==> src/design/string_pkg.sv <==
/*
 * string layer package.
 * line end characters, idle gap and the string assembly / send FSM states.
 */
package string_pkg;

    localparam logic [7:0] CHAR_CR = 8'h0d;    // carriage return.
    localparam logic [7:0] CHAR_LF = 8'h0a;    // line feed.

    // idle char times that close a string.
    localparam int IDLE_CHARS = 2;

    // string assembly.
    typedef enum logic [1:0] {
        STR_EMPTY,        // no bytes yet.
        STR_COLLECTING,   // bytes arriving, idle timer running.
        STR_FINISH        // publish string.
    } str_rx_state_t;

    // string send.
    typedef enum logic [1:0] {
        STR_TX_IDLE,      // nothing to send.
        STR_TX_LOAD,      // hand next byte to serializer.
        STR_TX_WAIT_BYTE  // byte on the line.
    } str_tx_state_t;

endpackage

==> src/design/uart_pkg.sv <==
/*
 * uart frame package.
 * frame sizes and the bit-level FSM states of the byte receiver and transmitter.
 */
package uart_pkg;

    // 8n1 framing.
    localparam int DATA_BITS  = 8;                 // payload bits per frame.
    localparam int FRAME_BITS = DATA_BITS + 2;     // start + data + stop.

    // receiver bit FSM.
    typedef enum logic [1:0] {
        RX_IDLE,    // line high, waiting for start.
        RX_START,   // confirming start at mid-bit.
        RX_DATA,    // shifting data bits in, lsb first.
        RX_STOP     // checking stop bit.
    } rx_state_t;

    // transmitter bit FSM.
    typedef enum logic [1:0] {
        TX_IDLE,    // line held high.
        TX_START,   // driving start bit low.
        TX_DATA,    // driving data bits, lsb first.
        TX_STOP     // driving stop bit high.
    } tx_state_t;

endpackage

==> src/design/uart_byte_rx.sv <==
/*
 * uart byte receiver, 8n1.
 * samples each bit at mid-bit and flags frames whose stop bit is low.
 */
module uart_byte_rx #(
    parameter int CLK_FREQ  = 50_000_000,
    parameter int BAUD_RATE = 115_200
) (
    input  logic       sys_clk,
    input  logic       sys_rst_n,
    input  logic       rxd,
    output logic [7:0] rx_byte,
    output logic       rx_valid,
    output logic       frame_err
);

    localparam int CLKS_PER_BIT = CLK_FREQ / BAUD_RATE;
    localparam int HALF_BIT     = CLKS_PER_BIT / 2;
    localparam int CNT_W        = $clog2(CLKS_PER_BIT + HALF_BIT + 1);
    localparam int IDX_W        = $clog2(uart_pkg::DATA_BITS);

    uart_pkg::rx_state_t state;
    logic [CNT_W-1:0]    cnt;       // clocks within current bit.
    logic [IDX_W-1:0]    bit_idx;   // data bit being received.
    logic                rx_meta;   // first sync stage.
    logic                rx_sync;   // line in clock domain.
    logic                stop_bit;  // stop bit as sampled.
    logic                bit_tick;  // end of a full bit period.
    logic [7:0]          shift;

    assign bit_tick = (cnt == CNT_W'(CLKS_PER_BIT - 1));
    assign rx_byte  = shift;

    // two flop synchronizer, idles high.
    always_ff @(posedge sys_clk) begin
        if (!sys_rst_n) begin
            rx_meta <= 1'b1;
            rx_sync <= 1'b1;
        end else begin
            rx_meta <= rxd;
            rx_sync <= rx_meta;
        end
    end

    always_ff @(posedge sys_clk) begin
        if (!sys_rst_n) begin
            state     <= uart_pkg::RX_IDLE;
            cnt       <= '0;
            bit_idx   <= '0;
            stop_bit  <= 1'b1;
            rx_valid  <= 1'b0;
            frame_err <= 1'b0;
        end else begin
            rx_valid  <= 1'b0;  // pulses only.
            frame_err <= 1'b0;
            case (state)
                uart_pkg::RX_IDLE: begin
                    cnt <= '0;
                    if (!rx_sync) begin  // falling edge seen as low while idle.
                        state <= uart_pkg::RX_START;
                    end
                end
                uart_pkg::RX_START: begin
                    if (cnt == CNT_W'(HALF_BIT - 1)) begin  // mid start bit.
                        cnt     <= '0;
                        bit_idx <= '0;
                        state   <= rx_sync ? uart_pkg::RX_IDLE : uart_pkg::RX_DATA;  // glitch?
                    end else begin
                        cnt <= cnt + 1'b1;
                    end
                end
                uart_pkg::RX_DATA: begin
                    if (bit_tick) begin
                        cnt <= '0;
                        if (bit_idx == IDX_W'(uart_pkg::DATA_BITS - 1)) begin
                            state <= uart_pkg::RX_STOP;
                        end else begin
                            bit_idx <= bit_idx + 1'b1;
                        end
                    end else begin
                        cnt <= cnt + 1'b1;
                    end
                end
                uart_pkg::RX_STOP: begin
                    cnt <= cnt + 1'b1;
                    if (bit_tick) begin
                        stop_bit <= rx_sync;  // mid stop bit.
                    end
                    // half a bit later the stop bit is over.
                    if (cnt == CNT_W'(CLKS_PER_BIT + HALF_BIT - 1)) begin
                        cnt       <= '0;
                        rx_valid  <= stop_bit;
                        frame_err <= !stop_bit;
                        // back to back frame, next start already on the line.
                        state     <= rx_sync ? uart_pkg::RX_IDLE : uart_pkg::RX_START;
                    end
                end
                default: state <= uart_pkg::RX_IDLE;
            endcase
        end
    end

    // data shift register, lsb arrives first.
    always_ff @(posedge sys_clk) begin
        if (state == uart_pkg::RX_DATA && bit_tick) begin
            shift <= {rx_sync, shift[7:1]};
        end
    end

endmodule

==> src/design/uart_byte_tx.sv <==
/*
 * uart byte transmitter, 8n1.
 * sends one byte per tx_start, line idles high.
 */
module uart_byte_tx #(
    parameter int CLK_FREQ  = 50_000_000,
    parameter int BAUD_RATE = 115_200
) (
    input  logic       sys_clk,
    input  logic       sys_rst_n,
    input  logic [7:0] tx_byte,
    input  logic       tx_start,
    output logic       txd,
    output logic       tx_active,
    output logic       byte_done
);

    localparam int CLKS_PER_BIT = CLK_FREQ / BAUD_RATE;
    localparam int CNT_W        = $clog2(CLKS_PER_BIT + 1);
    localparam int IDX_W        = $clog2(uart_pkg::DATA_BITS);

    uart_pkg::tx_state_t state;
    logic [CNT_W-1:0]    cnt;       // clocks within current bit.
    logic [IDX_W-1:0]    bit_idx;   // data bit on the line.
    logic [7:0]          shift;     // remaining data bits.
    logic                bit_end;

    assign bit_end   = (cnt == CNT_W'(CLKS_PER_BIT - 1));
    assign tx_active = (state != uart_pkg::TX_IDLE);
    assign byte_done = (state == uart_pkg::TX_STOP) && bit_end;  // last stop cycle.

    always_ff @(posedge sys_clk) begin
        if (!sys_rst_n) begin
            state   <= uart_pkg::TX_IDLE;
            cnt     <= '0;
            bit_idx <= '0;
            txd     <= 1'b1;
        end else begin
            case (state)
                uart_pkg::TX_IDLE: begin
                    cnt <= '0;
                    txd <= 1'b1;
                    if (tx_start) begin
                        txd   <= 1'b0;  // start bit from next cycle.
                        state <= uart_pkg::TX_START;
                    end
                end
                uart_pkg::TX_START: begin
                    cnt <= bit_end ? '0 : cnt + 1'b1;
                    if (bit_end) begin
                        txd     <= shift[0];
                        bit_idx <= '0;
                        state   <= uart_pkg::TX_DATA;
                    end
                end
                uart_pkg::TX_DATA: begin
                    cnt <= bit_end ? '0 : cnt + 1'b1;
                    if (bit_end) begin
                        if (bit_idx == IDX_W'(uart_pkg::DATA_BITS - 1)) begin
                            txd   <= 1'b1;  // stop bit.
                            state <= uart_pkg::TX_STOP;
                        end else begin
                            txd     <= shift[1];
                            bit_idx <= bit_idx + 1'b1;
                        end
                    end
                end
                uart_pkg::TX_STOP: begin
                    cnt <= bit_end ? '0 : cnt + 1'b1;
                    if (bit_end) begin
                        state <= uart_pkg::TX_IDLE;
                    end
                end
                default: state <= uart_pkg::TX_IDLE;
            endcase
        end
    end

    // load on accept, shift after each data bit.
    always_ff @(posedge sys_clk) begin
        if (state == uart_pkg::TX_IDLE && tx_start) begin
            shift <= tx_byte;
        end else if (state == uart_pkg::TX_DATA && bit_end) begin
            shift <= {1'b1, shift[7:1]};
        end
    end

endmodule

==> src/design/uart_echo.sv <==
/*
 * uart echo top.
 * sends each received string back with cr lf appended,
 * and shows its first byte on uart_rx_data.
 */
module uart_echo #(
    parameter int CLK_FREQ  = 50_000_000,
    parameter int BAUD_RATE = 115_200,
    parameter int MAX_LEN   = 16
) (
    input  logic       sys_clk,
    input  logic       sys_rst_n,
    output logic [7:0] uart_rx_data,
    input  logic       uart_rx_port,
    output logic       uart_tx_port
);

    logic [(MAX_LEN+2)*8-1:0] echo_string;  // one slot, newest wins.
    logic [(MAX_LEN+2)*8-1:0] echo_next;
    logic [7:0]               echo_len;
    logic                     pending;      // echo waiting for the sender.
    logic                     tx_req;
    logic                     tx_busy;

    logic [MAX_LEN*8-1:0]     rx_string;
    logic [7:0]               rx_length;
    logic                     rx_done;

    assign uart_rx_data = rx_string[7:0];
    assign tx_req       = pending && !tx_busy;  // first free cycle.

    // cr lf right after the last byte.
    always_comb begin
        echo_next = {16'h0000, rx_string};
        echo_next[rx_length*8 +: 8]       = string_pkg::CHAR_CR;
        echo_next[(rx_length + 1)*8 +: 8] = string_pkg::CHAR_LF;
    end

    always_ff @(posedge sys_clk) begin
        if (!sys_rst_n) begin
            pending  <= 1'b0;
            echo_len <= '0;
        end else if (rx_done) begin
            pending  <= 1'b1;  // wins over a same-cycle request.
            echo_len <= rx_length + 8'd2;
        end else if (tx_req) begin
            pending  <= 1'b0;
        end
    end

    always_ff @(posedge sys_clk) begin
        if (rx_done) begin
            echo_string <= echo_next;
        end
    end

    uart_string_handle #(
        .CLK_FREQ  (CLK_FREQ),
        .BAUD_RATE (BAUD_RATE),
        .MAX_LEN   (MAX_LEN)
    ) u_string_handle (
        .sys_clk      (sys_clk),
        .sys_rst_n    (sys_rst_n),
        .tx_string    (echo_string),
        .tx_length    (echo_len),
        .tx_req       (tx_req),
        .tx_busy      (tx_busy),
        .tx_done      (),
        .rx_string    (rx_string),
        .rx_length    (rx_length),
        .rx_busy      (),
        .rx_done      (rx_done),
        .uart_rx_port (uart_rx_port),
        .uart_tx_port (uart_tx_port)
    );

endmodule

==> src/design/uart_string_handle.sv <==
/*
 * uart string handler.
 * gathers received bytes into strings closed by an idle gap,
 * and walks a stored string through the byte transmitter.
 */
module uart_string_handle #(
    parameter int CLK_FREQ  = 50_000_000,
    parameter int BAUD_RATE = 115_200,
    parameter int MAX_LEN   = 16
) (
    input  logic                       sys_clk,
    input  logic                       sys_rst_n,

    input  logic [(MAX_LEN+2)*8-1:0]   tx_string,
    input  logic [7:0]                 tx_length,
    input  logic                       tx_req,
    output logic                       tx_busy,
    output logic                       tx_done,

    output logic [MAX_LEN*8-1:0]       rx_string,
    output logic [7:0]                 rx_length,
    output logic                       rx_busy,
    output logic                       rx_done,

    input  logic                       uart_rx_port,
    output logic                       uart_tx_port
);

    localparam int CLKS_PER_BIT = CLK_FREQ / BAUD_RATE;
    localparam int IDLE_CLKS    = string_pkg::IDLE_CHARS * uart_pkg::FRAME_BITS * CLKS_PER_BIT;
    localparam int IDLE_W       = $clog2(IDLE_CLKS + 1);

    // byte level links.
    logic [7:0] rx_byte;
    logic       rx_valid;
    logic       frame_err;
    logic [7:0] byte_data;
    logic       byte_start;
    logic       byte_active;
    logic       byte_done;

    // receive side.
    string_pkg::str_rx_state_t rx_state;
    logic [MAX_LEN*8-1:0]      rx_buf;    // string being assembled.
    logic [7:0]                rx_len;    // bytes stored, capped.
    logic [IDLE_W-1:0]         idle_cnt;  // clocks since last byte.

    // send side.
    string_pkg::str_tx_state_t tx_state;
    logic [(MAX_LEN+2)*8-1:0]  tx_buf;
    logic [7:0]                tx_len;
    logic [7:0]                tx_idx;    // next byte to send.

    assign rx_busy = (rx_state == string_pkg::STR_COLLECTING);
    assign tx_busy = (tx_state != string_pkg::STR_TX_IDLE);

    // serializer fetches straight from the send buffer.
    assign byte_start = (tx_state == string_pkg::STR_TX_LOAD) && !byte_active;
    assign byte_data  = tx_buf[tx_idx*8 +: 8];

    always_ff @(posedge sys_clk) begin
        if (!sys_rst_n) begin
            rx_state  <= string_pkg::STR_EMPTY;
            rx_len    <= '0;
            idle_cnt  <= '0;
            rx_done   <= 1'b0;
            rx_string <= '0;
            rx_length <= '0;
        end else begin
            rx_done <= 1'b0;
            case (rx_state)
                string_pkg::STR_EMPTY: begin
                    idle_cnt <= '0;
                    if (rx_valid) begin  // first byte opens a string.
                        rx_len   <= 8'd1;
                        rx_state <= string_pkg::STR_COLLECTING;
                    end
                end
                string_pkg::STR_COLLECTING: begin
                    if (rx_valid || frame_err) begin
                        idle_cnt <= '0;  // line still busy.
                        if (rx_valid && rx_len < 8'(MAX_LEN)) begin
                            rx_len <= rx_len + 1'b1;
                        end
                    end else if (idle_cnt == IDLE_W'(IDLE_CLKS - 1)) begin
                        rx_state <= string_pkg::STR_FINISH;  // gap long enough.
                    end else begin
                        idle_cnt <= idle_cnt + 1'b1;
                    end
                end
                string_pkg::STR_FINISH: begin
                    rx_string <= rx_buf;  // held until the next string.
                    rx_length <= rx_len;
                    rx_done   <= 1'b1;
                    idle_cnt  <= '0;
                    if (rx_valid) begin  // late byte starts the next string.
                        rx_len   <= 8'd1;
                        rx_state <= string_pkg::STR_COLLECTING;
                    end else begin
                        rx_len   <= '0;
                        rx_state <= string_pkg::STR_EMPTY;
                    end
                end
                default: rx_state <= string_pkg::STR_EMPTY;
            endcase
        end
    end

    // byte store, overflow bytes dropped.
    always_ff @(posedge sys_clk) begin
        if (rx_valid) begin
            if (rx_state == string_pkg::STR_COLLECTING) begin
                if (rx_len < 8'(MAX_LEN)) begin
                    rx_buf[rx_len*8 +: 8] <= rx_byte;
                end
            end else begin
                rx_buf[7:0] <= rx_byte;  // empty or finishing, goes to slot 0.
            end
        end
    end

    always_ff @(posedge sys_clk) begin
        if (!sys_rst_n) begin
            tx_state <= string_pkg::STR_TX_IDLE;
            tx_len   <= '0;
            tx_idx   <= '0;
            tx_done  <= 1'b0;
        end else begin
            tx_done <= 1'b0;
            case (tx_state)
                string_pkg::STR_TX_IDLE: begin
                    if (tx_req) begin
                        tx_len <= tx_length;
                        tx_idx <= '0;
                        if (tx_length == 8'd0) begin
                            tx_done <= 1'b1;  // nothing to send.
                        end else begin
                            tx_state <= string_pkg::STR_TX_LOAD;
                        end
                    end
                end
                string_pkg::STR_TX_LOAD: begin
                    if (byte_start) begin  // serializer took the byte.
                        tx_idx   <= tx_idx + 1'b1;
                        tx_state <= string_pkg::STR_TX_WAIT_BYTE;
                    end
                end
                string_pkg::STR_TX_WAIT_BYTE: begin
                    if (byte_done) begin
                        if (tx_idx == tx_len) begin
                            tx_done  <= 1'b1;  // last stop bit done.
                            tx_state <= string_pkg::STR_TX_IDLE;
                        end else begin
                            tx_state <= string_pkg::STR_TX_LOAD;
                        end
                    end
                end
                default: tx_state <= string_pkg::STR_TX_IDLE;
            endcase
        end
    end

    // send buffer, copied only while idle.
    always_ff @(posedge sys_clk) begin
        if (tx_req && tx_state == string_pkg::STR_TX_IDLE) begin
            tx_buf <= tx_string;
        end
    end

    uart_byte_rx #(
        .CLK_FREQ  (CLK_FREQ),
        .BAUD_RATE (BAUD_RATE)
    ) u_byte_rx (
        .sys_clk   (sys_clk),
        .sys_rst_n (sys_rst_n),
        .rxd       (uart_rx_port),
        .rx_byte   (rx_byte),
        .rx_valid  (rx_valid),
        .frame_err (frame_err)
    );

    uart_byte_tx #(
        .CLK_FREQ  (CLK_FREQ),
        .BAUD_RATE (BAUD_RATE)
    ) u_byte_tx (
        .sys_clk   (sys_clk),
        .sys_rst_n (sys_rst_n),
        .tx_byte   (byte_data),
        .tx_start  (byte_start),
        .txd       (uart_tx_port),
        .tx_active (byte_active),
        .byte_done (byte_done)
    );

endmodule

==> config.mk <==
export PLATFORM = sky130hd
export DESIGN_NAME = uart_echo
export DESIGN_NICKNAME = d
export VERILOG_FILES = /design/src/design/string_pkg.sv /design/src/design/uart_pkg.sv /design/src/design/uart_byte_rx.sv /design/src/design/uart_byte_tx.sv /design/src/design/uart_echo.sv /design/src/design/uart_string_handle.sv
export SDC_FILE = /design/constraint.sdc
export NUM_CORES = 1
export LEC_CHECK = 0
export ABC_CLOCK_PERIOD_IN_PS = 5590
export BUFFER_PORTS_ARGS = -buffer_cell sky130_fd_sc_hd__clkbuf_2
export CORE_MARGIN = 5
export CORE_UTILIZATION = 45
export DETAILED_ROUTE_END_ITERATION = 6
export HOLD_SLACK_MARGIN = 0.03
export PLACE_DENSITY = 0.56
export SYNTH_ARGS = -nofsm -noshare
export SYNTH_HDL_FRONTEND = slang
export SYNTH_SLANG_ARGS = --single-unit
export TNS_END_PERCENT = 20
==> constraint.sdc <==
create_clock -name sys_clk -period 5.59 [get_ports sys_clk]
set_clock_uncertainty 0.2 [all_clocks]
set_input_delay 0.2795 -clock sys_clk [delete_from_list [all_inputs] [get_ports sys_clk]]
set_output_delay 0.2795 -clock sys_clk [all_outputs]
set_load 0.01 [all_outputs]
==> metrics, run 1 <==
status completed; post-synthesis sequential area ratio 64.32%; Worst path max stage delay 670 ps; drc violations 0; Max Freq 220.1 MHz; # hold bufs at CTS 3; R2R Path Start u_string_handle.rx_length[0]; Layout Utilization 50.88%; Arr. time, crit path 4690 ps; core region area 57700 sq um; CTS Buf Count 70; Ys Warns 0; initial DRC count 1297; vias in the first global route 14890; maximum vdd ir drop 0.2364 mV; Final nets 2033; slowest stage cell, crit path dfxtp_1; most common cell after layout, fill and taps aside edfxtp_1; drt first pass iters 7; CTS max path bufs 3; global-route wire length before repair 95480 um; wire length per cell 22.56 um; Avg Inst Size Synth 13.08 sq um; Post-Syn Instances 2001; hold slack 212.0 ps; critical path class flop to flop; antenna cell count 0; post-CTS setup buffer count 0; Slew HR 16.72%; CTS Root Cell clkbuf_16; HP Class flop to flop; Die ar. 63090 sq um; Top Ports 12; Die Width 251.2 um; Pleak 9.543 nW; Worst EP required 5740 ps; RSZ-0062 raised after global routing no; Area Growth Syn to Fin 12.15%; placed insts 2688; die height 251.2 um; Post-synth EDFFs 412; final cycle utilization of the critical path 81.29%; Total GRT Usage 19.98%; Final Wtd Congestion 0.8833; largest net degree at the start of global routing 95; R2R depth 10; Routed Antenna Nets 0; crit path from u_string_handle.rx_length[0]; critical path peak fanout 16; clock sink count 635; Worst setup SP type flop; final setup vio count 0; final cell count without fillers 2818; post-synth cell types 80; CTS tree built; clk slew on worst S/H paths 70 ps; element type at the critical path end flop; Async S/R FF share, synth 0%; Fin. Hold Viols 0; max-cap violations 0; FF+latch count, synth 635; Setup crit end echo_string[37]; DRT Wirelength 63570 um; Initial Util 45.37%; Post-Syn Nets 2036; count of buffers from port buffering 11; average via count per standard cell 5.444; antenna violations before repair 1; CTS resizes 0; reg2reg end echo_string[37]; Detail Placement HPWL 42940 um; internal reg-to-reg setup slack 1050 ps; CTS H-tree depth 3; Clock Latency Late Sink 600 ps; ys flop type edfxtp_1; GRT overflow 0; Power per Cell Area 347.6 nW/um^2; layout cells sized above 1 10.57%; Final min period 4544 ps; setup tns final 0 ps; FP Rows 88; count of pins over their slew limit 0; CP cell instances ha_1 -> nand2_1 -> or3_1 -> ha_1 -> nor3b_1 -> nor3b_1 -> or3b_2 -> mux2i_4 -> a31oi_1 -> and2_1; commonest cells after routing, fill and taps aside 412 x edfxtp_1, 220 x dfxtp_1, 194 x nor2_1; Post-Syn Area 26180 sq um; worst-margin pin slew 1245 ps; vias 15340
## stage by stage
| stage | setup WS [ps] | power, W | cell area (sq um) |
|---|---|---|---|
| 4_1_cts | 1152 | 0.01031 | 29350 |
| 3_3_place_gp | 1257 | 0.005498 | 26900 |
| 3_5_place_dp | 1177 | 0.005509 | 26900 |
| 6_report | 1046 | 0.01020 | 29350 |
| 2_1_floorplan | 995.2 | 0.005363 | 26180 |
| 5_1_grt | 800.3 | 0.01056 | 29350 |
## worst min path at each step
stage	startpoint	to	slack, ps	depth (start not counted)
floorplan	uart_rx_port	u_string_handle.u_byte_rx.rx_meta	180	1
global placement	echo_string[71]	u_string_handle.tx_buf[71]	200	0
detailed placement	u_string_handle.u_byte_rx.rx_meta	u_string_handle.u_byte_rx.rx_sync	200	1
CTS	echo_string[126]	u_string_handle.tx_buf[126]	210	0
global route	echo_string[81]	u_string_handle.tx_buf[81]	220	0
finish	echo_string[81]	u_string_handle.tx_buf[81]	210	0
## metal layers
layer | track usage (%) | up-vias | wire length, um
met2 | 30.57 | 425 | 28850
met5 | 0 | - | 0
met4 | 6.253 | 0 | 1672
met3 | 3.300 | 92 | 3534
met1 | 29.47 | 7573 | 29510
li1 | - | 7250 | -
## state kept, by name, indices dropped and copies added, names as in the netlist, 9 cells and up
name / count
u_string_handle.idle_cnt: 14
u_string_handle.u_byte_tx.cnt: 9
u_string_handle.rx_buf: 128
u_string_handle.tx_buf: 134
u_string_handle.u_byte_rx.cnt: 10
u_string_handle.rx_string: 128
echo_string: 134
## cell type report
type	instances	area, sq um
well taps	765	957.2
repair buffers	36	265.3
inverters	44	167.7
fillers	5004	28340
clock inverters	31	370.4
clock buffers	96	2049
multi-input cells	1211	8702
flip-flops and latches	635	16840
## cells by family (layout without fill, tap and decap cells)
group / Yosys count / count (layout) / synth area share (%)
simple gates: 768 / 768 / 15.94
flops: 635 / 635 / 64.32
mux: 192 / 192 / 9.269
compound gates: 165 / 165 / 4.642
buf+inv: 155 / 207 / 2.490
xor+xnor: 54 / 54 / 1.807
fa+ha+maj: 32 / 32 / 1.530
## report_power, final
| group | switching, W | internal [W] | leakage (nW) |
|---|---|---|---|
| Sequential | 0.0000270 | 0.00497 | 5.62 |
| Clock | 0.00185 | 0.00294 | 1.18 |
| Combinational | 0.000293 | 0.000120 | 2.74 |
## synthesized netlist by cell type (all sizes together), types with 12 or more instances
master	instances	share of area [%]
nand4	22	0.98
and3	50	1.2
xor2	24	0.80
a21boi	15	0.44
inv	43	0.62
o21ai	29	0.60
o211a	12	0.46
nand2b	22	0.53
nor2b	160	3.8
nand3	53	1.0
a21oi	21	0.40
edfxtp	412	47
or3	14	0.33
dfxtp	223	17
o21a	23	0.66
ha	32	1.5
nor3	52	0.99
buf	43	0.88
mux4	39	3.4
mux2i	150	5.8
nor2	194	2.8
xnor2	30	1.0
nor4	17	0.43
nand2	99	1.4
and2	41	0.98
clkbuf	68	0.98
## critical path: cells and delay by family, from the launching register on
family / cells / cell delay (ps)
adder cells (fa/ha/maj): 2 / 820
AO/OA/AOI/OAI: 1 / 280
AND/OR/NAND/NOR: 6 / 2040
flip-flops: 1 / 670
multiplexers: 1 / 290
Note: power is estimated with default switching activity, not from simulation.
==> run 2, diff against run 1 <==
- ABC_CLOCK_PERIOD_IN_PS: 5590 -> 4500
- clock period: 5.59 -> 4.5 ns (I/O delays scaled with it)
==> metrics, run 2 (synthesis results as in run 1) <==
wire length per cell 22.72 um (+0.71%); Total GRT Usage 20.39% (+0.41 points); Final min period 4076 ps (-467.7 ps); count of buffers from port buffering 11 (unchanged); Worst Slack Setup Final 423.8 ps (-622.3 ps); initial DRC count 1223 (-5.7%); CTS max path bufs 3 (unchanged); Routed Antenna Nets 0 (unchanged); post-CTS setup buffer count 0 (unchanged); Pleak 9.607 nW (+0.67%); final cycle utilization of the critical path 90.58% (+9.3 points); worst-margin pin slew 982.1 ps (-262.5 ps); clock sink count 635 (unchanged); die height 251.2 um (unchanged); vias 15480 (+0.90%); CTS resizes 0 (unchanged); critical path peak fanout 11 (-5); Worst path max stage delay 510 ps (-160 ps); antenna violations before repair 0 (-1); Arr. time, crit path 4220 ps (-470 ps); core region area 57700 sq um (unchanged); CTS tree built; count of pins over their slew limit 0 (unchanged); CP cell instances ha_1 -> nand2_1 -> or3_1 -> ha_1 -> nor3b_1 -> nor3b_1 -> or3b_2 -> mux2i_4 -> a31oi_1 -> and2_1; Detail Placement HPWL 44200 um (+2.9%); CTS H-tree depth 3 (unchanged); Die Width 251.2 um (unchanged); Worst EP required 4650 ps (-1090 ps); average via count per standard cell 5.446 (about the same); Clock Latency Late Sink 590 ps (about the same); setup tns final 0 ps (unchanged); pre-CTS WS 478.0 ps (-698.6 ps); post-route cell area 29410 sq um (+0.19%); # hold bufs at CTS 2 (-1); Final nets 2054 (+1.0%); most common cell after layout, fill and taps aside edfxtp_1; layout cells sized above 1 11.27% (+0.70 points); maximum vdd ir drop 0.2521 mV (+6.7%); Final Wtd Congestion 0.8458 (-4.2%); commonest cells after routing, fill and taps aside 412 x edfxtp_1, 220 x dfxtp_1, 194 x nor2_1; Area Growth Syn to Fin 12.36%; largest net degree at the start of global routing 116 (+22%); global-route wire length before repair 98050 um (+2.7%); CTS Root Cell clkbuf_16; clk slew on worst S/H paths 50 ps (-20 ps); RSZ-0062 raised after global routing no; CTS Buf Count 70 (unchanged); Die ar. 63090 sq um (unchanged); hold slack 162.3 ps (-49.72 ps); vias in the first global route 15060 (+1.1%); drt first pass iters 7 (unchanged); FP Rows 88 (unchanged); slowest stage cell, crit path or3b_2; DRT Wirelength 64560 um (+1.6%); Area after DPL 27120 sq um (+0.79%); element type at the critical path end flop; HP Class input port to flop; status completed; Power Total 0.01231 W (+21%); Slew HR 34.53% (+18 points); max-cap violations 0 (unchanged); biggest regs echo_string x134, u_string_handle.tx_buf x134; Worst setup SP type flop; Power per Cell Area 418.4 nW/um^2 (+20%); Max Freq 245.3 MHz (+11%); Top Ports 12 (unchanged); GRT overflow 0 (unchanged); Initial Util 45.37% (unchanged); drc violations 0 (unchanged); Fin. Hold Viols 0 (unchanged); final setup vio count 0 (unchanged); critical path class flop to flop
run 2: cell count changes in the layout (fill, tap and decap cells not counted), sizes merged:
cell         previous run  this run
buf                    23        45
clkbuf                106       113
bufinv                  8         2
clkinv                 18        21
clkinvlp                3         0
diode                   0         1
dlygate4sd3             3         2
inv                    46        47
run 2: final cells by class:
class	count	area (sq um)
Multi-Input combinational cell	1211	8700
Tap cell	765	957.2
Inverter	44	167.7
Fill cell	4976	28290
Antenna cell	1	2.502
Timing Repair Buffer	57	470.5
Sequential cell	635	16840
Clock buffer	103	2072
Clock inverter	26	197.7
run 2: worst paths after layout:
path | from | to | slack [ps] | cells past startpoint
setup / recovery | u_string_handle.rx_length[1] | echo_string[39] | 420 | 10
hold / removal | uart_rx_port | u_string_handle.u_byte_rx.rx_meta | 160 | 3
setup reg to reg | u_string_handle.rx_length[1] | echo_string[39] | 420 | 10
hold reg to reg | echo_string[66] | u_string_handle.tx_buf[66] | 210 | 0
run 2: where the power goes:
group / internal [W] / switching [W]
clock network: 0.00332 / 0.00226
logic: 0.000157 / 0.000363
registers: 0.00617 / 0.0000366
total: 0.00965 / 0.00266
run 2: per-stage QoR:
step | util, % | std cells
final | 50.97 | 2842
after global routing | 50.97 | 2841
after CTS | 50.97 | 2841
after detailed placement | 47.00 | 2710
after global placement | 47.00 | 2710
after floorplan | - | 2001
run 2: routing by layer:
layer | up-vias | track usage [%] | part of all wire [%]
met5 | - | 0 | 0
met4 | 0 | 6.409 | 2.7
met3 | 88 | 3.042 | 5.5
met2 | 425 | 31.61 | 45
met1 | 7679 | 29.91 | 46
li1 | 7286 | - | -
run 2: critical path: cells and delay by family (launching register included):
family          cells  cell delay [ps]
fa+ha+maj           2              730
mux                 1              270
compound gates      1              290
flops               1              420
simple gates        6             1920
